`config.mk`:
```
export PLATFORM = sky130hd
export DESIGN_NAME = ex_stage
export DESIGN_NICKNAME = d
export VERILOG_FILES = /design/src/hw/ex_pkg.sv /design/src/hw/alu_control.sv /design/src/hw/alu.sv /design/src/hw/branch_addr_unit.sv /design/src/hw/ex_mem_reg.sv /design/src/hw/ex_stage.sv
export SDC_FILE = /design/constraint.sdc
export NUM_CORES = 1
export LEC_CHECK = 0
export BUFFER_PORTS_ARGS = -buffer_cell sky130_fd_sc_hd__buf_2
export CAP_MARGIN = 0
export CELL_PAD_IN_SITES_DETAIL_PLACEMENT = 0
export CELL_PAD_IN_SITES_GLOBAL_PLACEMENT = 2
export CORE_UTILIZATION = 34
export DETAILED_ROUTE_END_ITERATION = 7
export PLACE_DENSITY_LB_ADDON = 0.1
export SYNTH_ARGS = -nofsm -noshare
export SYNTH_HDL_FRONTEND = slang
export SYNTH_SLANG_ARGS = --single-unit
```
`constraint.sdc`:
```
create_clock -name i_clk -period 15.8 [get_ports i_clk]
set_clock_uncertainty 0.2 [all_clocks]
set_input_delay 2.37 -clock i_clk [delete_from_list [all_inputs] [get_ports i_clk]]
set_output_delay 2.37 -clock i_clk [all_outputs]
set_load 0.01 [all_outputs]
```
`src/hw/ex_pkg.sv`:
```
package ex_pkg;

    //////////////////////////////
    // Widths
    //////////////////////////////

    // Data and address word
    localparam int WORD_W = 32;

    //////////////////////////////
    // Opcodes and kinds
    //////////////////////////////

    // Four-bit ALU opcode encoding
    typedef enum logic [3:0] {
        ALU_AND = 4'b0000,
        ALU_OR  = 4'b0001,
        ALU_ADD = 4'b0010,
        ALU_SUB = 4'b0110,
        ALU_SLT = 4'b0111,
        ALU_NOR = 4'b1100,
        ALU_XOR = 4'b1101,
        // Unknown op gives all ones from the ALU
        ALU_BAD = 4'b1111
    } alu_op_e;

    // Operation class from the decoder
    typedef enum logic [1:0] {
        CLS_ADD   = 2'b00,  // Loads, stores, addi
        CLS_SUB   = 2'b01,  // beq and bne compare
        CLS_FUNCT = 2'b10,  // R-type
        CLS_OR    = 2'b11   // ori
    } alu_class_e;

    // Branch kind
    typedef enum logic [1:0] {
        BR_NONE = 2'b00,
        BR_EQ   = 2'b01,
        BR_NE   = 2'b10,
        BR_JUMP = 2'b11
    } branch_e;

    //////////////////////////////
    // Stage boundary structs
    //////////////////////////////

    // ID/EX boundary
    typedef struct packed {
        logic              valid;
        logic [WORD_W-1:0] pc_plus4;
        logic [WORD_W-1:0] reg_a;
        logic [WORD_W-1:0] reg_b;
        logic [WORD_W-1:0] imm;        // Already sign-extended
        logic              use_imm;
        alu_class_e        alu_class;
        logic [5:0]        funct;
        branch_e           branch;
        logic [25:0]       jump_index;
        logic [4:0]        rd;
        logic              reg_write;
        logic              mem_read;
        logic              mem_write;
    } id_ex_t;

    // EX/MEM boundary
    typedef struct packed {
        logic              valid;
        logic [WORD_W-1:0] alu_result;
        logic [WORD_W-1:0] store_data;
        logic [4:0]        rd;
        logic              reg_write;
        logic              mem_read;
        logic              mem_write;
    } ex_mem_t;

endpackage

```
`src/hw/alu_control.sv`:
```
`timescale 1ns/100ps

module alu_control
    import ex_pkg::*;
(
    input  alu_class_e i_alu_class,
    input  logic [5:0] i_funct,
    output alu_op_e    o_alu_op
);

    //////////////////////////////
    // MIPS function codes
    //////////////////////////////

    localparam logic [5:0] FN_ADD  = 6'h20;
    localparam logic [5:0] FN_ADDU = 6'h21;
    localparam logic [5:0] FN_SUB  = 6'h22;
    localparam logic [5:0] FN_SUBU = 6'h23;
    localparam logic [5:0] FN_AND  = 6'h24;
    localparam logic [5:0] FN_OR   = 6'h25;
    localparam logic [5:0] FN_XOR  = 6'h26;
    localparam logic [5:0] FN_NOR  = 6'h27;
    localparam logic [5:0] FN_SLT  = 6'h2A;

    // Function field decode, R-type only
    alu_op_e funct_op;

    always_comb
    begin
        case (i_funct)
            FN_AND:           funct_op = ALU_AND;
            FN_OR:            funct_op = ALU_OR;
            FN_ADD, FN_ADDU:  funct_op = ALU_ADD;
            FN_SUB, FN_SUBU:  funct_op = ALU_SUB;
            FN_SLT:           funct_op = ALU_SLT;
            FN_NOR:           funct_op = ALU_NOR;
            FN_XOR:           funct_op = ALU_XOR;
            // Unsupported funct
            default:          funct_op = ALU_BAD;
        endcase
    end

    // Class picks fixed op or funct decode
    always_comb
    begin
        case (i_alu_class)
            CLS_ADD:   o_alu_op = ALU_ADD;
            CLS_SUB:   o_alu_op = ALU_SUB;
            CLS_OR:    o_alu_op = ALU_OR;
            CLS_FUNCT: o_alu_op = funct_op;
            default:   o_alu_op = ALU_BAD;
        endcase
    end

endmodule

```
`src/hw/alu.sv`:
```
`timescale 1ns/100ps

module alu
    import ex_pkg::*;
(
    input  logic [WORD_W-1:0] i_reg,
    input  logic [WORD_W-1:0] i_mux,
    input  alu_op_e           i_op,
    output logic              o_zero,
    output logic [WORD_W-1:0] o_result
);

    //////////////////////////////
    // Operation select
    //////////////////////////////

    logic [WORD_W-1:0] result;

    // Set-less-than is unsigned here
    logic              less_u;

    assign less_u = (i_reg < i_mux);

    always_comb
    begin
        case (i_op)
            ALU_AND:
                result = i_reg & i_mux;
            ALU_OR:
                result = i_reg | i_mux;
            ALU_ADD:
                result = i_reg + i_mux;
            ALU_SUB:
                result = i_reg - i_mux;
            ALU_SLT:
                result = {{(WORD_W-1){1'b0}}, less_u};
            ALU_NOR:
                result = ~(i_reg | i_mux);
            ALU_XOR:
                result = i_reg ^ i_mux;
            // ALU_BAD and anything else
            default:
                result = {WORD_W{1'b1}};
        endcase
    end

    //////////////////////////////
    // Outputs
    //////////////////////////////

    assign o_result = result;

    // Zero flag feeds the beq/bne decision
    assign o_zero   = (result == '0);

endmodule

```
`src/hw/branch_addr_unit.sv`:
```
`timescale 1ns/100ps

module branch_addr_unit
    import ex_pkg::*;
(
    input  logic [WORD_W-1:0] i_pc_plus4,
    input  logic [WORD_W-1:0] i_imm,
    input  logic [25:0]       i_jump_index,
    output logic [WORD_W-1:0] o_branch_target,
    output logic [WORD_W-1:0] o_jump_target
);

    //////////////////////////////
    // Branch target
    //////////////////////////////

    // Word offset to byte offset
    logic [WORD_W-1:0] imm_shifted;

    assign imm_shifted = {i_imm[WORD_W-3:0], 2'b00};

    // Own adder, runs beside the ALU
    assign o_branch_target = i_pc_plus4 + imm_shifted;

    //////////////////////////////
    // Jump target
    //////////////////////////////

    // Region bits from pc_plus4
    logic [3:0] pc_region;

    assign pc_region = i_pc_plus4[WORD_W-1:WORD_W-4];

    // Region, index, word aligned
    assign o_jump_target = {pc_region, i_jump_index, 2'b00};

endmodule

```
`src/hw/ex_mem_reg.sv`:
```
`timescale 1ns/100ps

module ex_mem_reg
    import ex_pkg::*;
(
    input  logic              i_clk,
    input  logic              i_rst_n,
    input  id_ex_t            i_id_ex,
    input  logic [WORD_W-1:0] i_alu_result,
    input  logic              i_zero,
    input  logic [WORD_W-1:0] i_branch_target,
    input  logic [WORD_W-1:0] i_jump_target,
    output ex_mem_t           o_ex_mem,
    output logic              o_redirect,
    output logic [WORD_W-1:0] o_redirect_pc
);

    //////////////////////////////
    // Redirect decision
    //////////////////////////////

    logic              taken;
    logic              redirect_d;
    logic [WORD_W-1:0] redirect_pc_d;

    always_comb
    begin
        case (i_id_ex.branch)
            BR_EQ:   taken = i_zero;
            BR_NE:   taken = ~i_zero;
            BR_JUMP: taken = 1'b1;
            default: taken = 1'b0;
        endcase
    end

    // Bubbles never redirect
    assign redirect_d    = i_id_ex.valid & taken;

    // Jump target only for jumps
    assign redirect_pc_d = (i_id_ex.branch == BR_JUMP) ? i_jump_target : i_branch_target;

    //////////////////////////////
    // Next EX/MEM word
    //////////////////////////////

    ex_mem_t ex_mem_d;

    always_comb
    begin
        ex_mem_d.valid      = i_id_ex.valid;
        ex_mem_d.alu_result = i_alu_result;
        ex_mem_d.store_data = i_id_ex.reg_b;
        ex_mem_d.rd         = i_id_ex.rd;
        // Controls masked so a bubble writes nothing
        ex_mem_d.reg_write  = i_id_ex.valid & i_id_ex.reg_write;
        ex_mem_d.mem_read   = i_id_ex.valid & i_id_ex.mem_read;
        ex_mem_d.mem_write  = i_id_ex.valid & i_id_ex.mem_write;
    end

    //////////////////////////////
    // Registers
    //////////////////////////////

    ex_mem_t           ex_mem_q;
    logic              redirect_q;
    logic [WORD_W-1:0] redirect_pc_q;

    // Control bits and redirect
    always_ff @(posedge i_clk)
    begin
        if (!i_rst_n)
        begin
            ex_mem_q.valid     <= 1'b0;
            ex_mem_q.reg_write <= 1'b0;
            ex_mem_q.mem_read  <= 1'b0;
            ex_mem_q.mem_write <= 1'b0;
            redirect_q         <= 1'b0;
            redirect_pc_q      <= '0;
        end
        else
        begin
            ex_mem_q.valid     <= ex_mem_d.valid;
            ex_mem_q.reg_write <= ex_mem_d.reg_write;
            ex_mem_q.mem_read  <= ex_mem_d.mem_read;
            ex_mem_q.mem_write <= ex_mem_d.mem_write;
            redirect_q         <= redirect_d;
            // Target held until the next redirect
            if (redirect_d)
                redirect_pc_q <= redirect_pc_d;
        end
    end

    // Payload, loaded every cycle
    always_ff @(posedge i_clk)
    begin
        ex_mem_q.alu_result <= ex_mem_d.alu_result;
        ex_mem_q.store_data <= ex_mem_d.store_data;
        ex_mem_q.rd         <= ex_mem_d.rd;
    end

    assign o_ex_mem      = ex_mem_q;
    assign o_redirect    = redirect_q;
    assign o_redirect_pc = redirect_pc_q;

endmodule

```
`src/hw/ex_stage.sv`:
```
`timescale 1ns/100ps

module ex_stage
    import ex_pkg::*;
(
    input  logic              i_clk,
    input  logic              i_rst_n,
    input  id_ex_t            i_id_ex,
    output ex_mem_t           o_ex_mem,
    output logic              o_redirect,
    output logic [WORD_W-1:0] o_redirect_pc
);

    //////////////////////////////
    // ALU path
    //////////////////////////////

    alu_op_e           alu_op;
    logic [WORD_W-1:0] alu_operand_b;
    logic [WORD_W-1:0] alu_result;
    logic              alu_zero;

    alu_control alu_control_i (
        .i_alu_class (i_id_ex.alu_class),
        .i_funct     (i_id_ex.funct),
        .o_alu_op    (alu_op)
    );

    // Second operand, immediate or register
    assign alu_operand_b = i_id_ex.use_imm ? i_id_ex.imm : i_id_ex.reg_b;

    alu alu_i (
        .i_reg    (i_id_ex.reg_a),
        .i_mux    (alu_operand_b),
        .i_op     (alu_op),
        .o_zero   (alu_zero),
        .o_result (alu_result)
    );

    //////////////////////////////
    // Address path
    //////////////////////////////

    logic [WORD_W-1:0] branch_target;
    logic [WORD_W-1:0] jump_target;

    branch_addr_unit branch_addr_unit_i (
        .i_pc_plus4      (i_id_ex.pc_plus4),
        .i_imm           (i_id_ex.imm),
        .i_jump_index    (i_id_ex.jump_index),
        .o_branch_target (branch_target),
        .o_jump_target   (jump_target)
    );

    //////////////////////////////
    // EX/MEM boundary
    //////////////////////////////

    ex_mem_reg ex_mem_reg_i (
        .i_clk           (i_clk),
        .i_rst_n         (i_rst_n),
        .i_id_ex         (i_id_ex),
        .i_alu_result    (alu_result),
        .i_zero          (alu_zero),
        .i_branch_target (branch_target),
        .i_jump_target   (jump_target),
        .o_ex_mem        (o_ex_mem),
        .o_redirect      (o_redirect),
        .o_redirect_pc   (o_redirect_pc)
    );

endmodule

```
==> metrics.txt <==
Synth top area share 0.1876; Setup Viol. Count Final 0; row count 66; hold slack 0.2603 ns; total routed wirelength 48550 microns; HP Class register to register; Congestion Overflow GR 0; die width 184.4 microns; Crit Path Category input pin to register; Starting DRT DRC Count 971; crit start category input pin; DIE HEIGHT 184.4 microns; Nets 1971; Worst Path Arrival 8.50 ns; # DRC 0; period utilization 0.5323; Final HPWL DP 38330 microns; Mean Syn Cell Area 7.801 sq um; Syn Nets 1754; hold_buf cts 0; top cells by count, synth 125 x ha_1, 117 x inv_1, 106 x dfxtp_1; RSZ-0062 raised after global routing no; GPL Wtd Cong 0.9492; Fin Setup TNS 0 ns; ys flop type dfxtp_1; Core ar. 32620 sq um; largest net degree at the start of global routing 40; CTS tree built; number of global-route vias before repair 11590; Via density 5.774; Post-CTS Setup Bufs 0; Initial Util 0.3468; dpl cells 2098; Vias 12210; Post-DRT Antenna Nets 0; routed len/inst 22.95 microns; fillcell total 3472; Post-synth EDFFs 0; mapped cell area 11310 sq um; H-tree Lvls 3; post_cts resized 0; register area share after synthesis 0.1876; leak pwr 6.145 nW; top-count cell post-synth ha_1; Port Buffers 281; fin crit period 8.410 ns; power density cells 77.50 nW/um^2; Worst Max-Slew Pin Slew 1.293 ns; clk slew on worst S/H paths 0.08 ns; GRT Total Usage 0.2820; Finished Layout Cells 2115; outcome finished, final reports clean; worst-skew pair later-pin latency 0.37 ns; Synth-to-Final Area Change 16.75%; Multi-input gate area 8290 sq um; synthesis-stage register bit count 106; router iterations before antenna repair 5; layout cells sized above 1 0.2256; Worst EP required 15.89 ns; DIE AREA 34010 sq um; peak fanout along the critical path 32; worst vdd ir 57.77 uV; io pins 282; Max Root-Sink Buffers 2; Area contributors post-synth dfxtp_1 19%, ha_1 14%, a21oi_1 4.6%; max-capacitance violation count 0; first-pass GRT wire length 71640 microns; initial antenna violation count 4; flip-flop and latch area 2122 sq um; post-synth top area cell dfxtp_1; clock root cell clkbuf_16; synthesized instance count 1450; Max Clk Rate 118.9 MHz; Hold Fails Final Rpt 0; fin. max-slew vios 0; Syn. warnings 0; share of synthesized registers carrying an async set or reset 0; number of CTS-inserted buffers 9; clock sinks 106; Cell variety after synth 111; Slew headroom 0.1311; Worst setup EP type register
worst max-delay path, cell delays in order:
cell and delay, ns:
buf_2 0.79, mux2i_1 0.43, ha_1 0.67, inv_2 0.12, a21o_1 0.24, a2111oi_2 0.45, o41ai_1 0.17, a211o_1 0.41
a21bo_2 0.28, a2111oi_0 0.56, o21ai_0 0.22, a41oi_1 0.45, and4bb_4 0.29, a21oi_4 0.56, nor2_4 0.18, a211oi_1 0.26
routing by layer:
metal  up-vias  part of all wire  track usage
li1       5831                 -            -
met4         2             0.035       0.1087
met1      5858              0.42       0.3546
met3        68             0.058      0.04505
met2       452              0.48       0.4789
met5         -           0.00027            0
power breakdown:
part	total, W	switching, W	internal (W)	leakage, nW
combinational	0.000471	0.000296	0.000175	5.11
clock	0.000246	0.000118	0.000128	0.149
sequential	0.000307	0.0000110	0.000296	0.887
worst paths after layout:
| check | slack [ns] | from | endpoint | cells after the start |
|---|---|---|---|---|
| worst max-delay path | 7.39 | i_id_ex[44] | ex_mem_reg_i.o_redirect_pc[18] | 16 |
| worst max register to register | 14.81 | ex_mem_reg_i.o_redirect_pc[4] | ex_mem_reg_i.o_redirect_pc[4] | 2 |
| worst min-delay path | 0.26 | ex_mem_reg_i.o_redirect_pc[13] | ex_mem_reg_i.o_redirect_pc[13] | 2 |
| worst min register to register | 0.26 | ex_mem_reg_i.o_redirect_pc[13] | ex_mem_reg_i.o_redirect_pc[13] | 2 |
per-stage QoR:
stage                     setup WS [ns]  utilization  area (sq um)  power (W)
after floorplan                   8.680            -         11310  0.0006165
after global placement            7.136       0.3955         12900  0.0007794
after detailed placement          7.097       0.3955         12900  0.0007773
after CTS                         7.489       0.4047         13200   0.001025
after global routing              7.110       0.4049         13210   0.001085
final                             7.390       0.4049         13210   0.001024
registers in the layout, indices dropped and copies added, names as in the netlist:
register	flops
ex_mem_reg_i.o_redirect_pc	32
ex_mem_reg_i.o_redirect	1
ex_mem_reg_i.o_ex_mem	73
layout make-up:
| cell class | count | area share |
|---|---|---|
| Tap cell | 442 | 0.04188 |
| Antenna cell | 2 | 0.0003790 |
| Clock buffer | 10 | 0.01810 |
| Clock inverter | 5 | 0.004642 |
| Timing Repair Buffer | 292 | 0.1127 |
| Multi-Input combinational cell | 1139 | 0.6278 |
| Sequential cell | 106 | 0.1607 |
| Inverter | 119 | 0.03382 |
kinds of logic (layout without fill, tap and decap cells):
| group | count (synthesis) | after routing | share of synthesized area |
|---|---|---|---|
| adder cells (fa/ha/maj) | 128 | 128 | 0.1436 |
| buffers and inverters | 205 | 426 | 0.08174 |
| AO/OA/AOI/OAI | 478 | 478 | 0.3101 |
| other | 0 | 2 | 0 |
| multiplexers | 55 | 55 | 0.04911 |
| AND/OR/NAND/NOR | 452 | 452 | 0.2071 |
| XOR/XNOR | 26 | 26 | 0.02079 |
| flip-flops | 106 | 106 | 0.1876 |
layout by cell type (no fill, tap or decap), types with 10 or more instances in the layout:
master	count
a211oi_1	22
mux2i_1	51
xnor2_1	17
o211ai_1	21
and3_1	11
a21o_1	26
a221oi_1	13
o21ai_0	81
o31ai_1	14
nand3_1	37
nor2_1	102
a2111oi_0	17
or3_1	21
buf_4	11
nand4_1	21
nand2_1	104
and2_1	16
nor4_1	21
nor3_1	47
o21bai_1	14
nand2b_1	19
a311oi_1	12
dfxtp_1	106
o2111ai_1	13
nor2b_1	10
a21oi_1	105
ha_1	125
inv_1	117
buf_2	281
a31oi_1	15
Power figures use the tool's default switching activity.
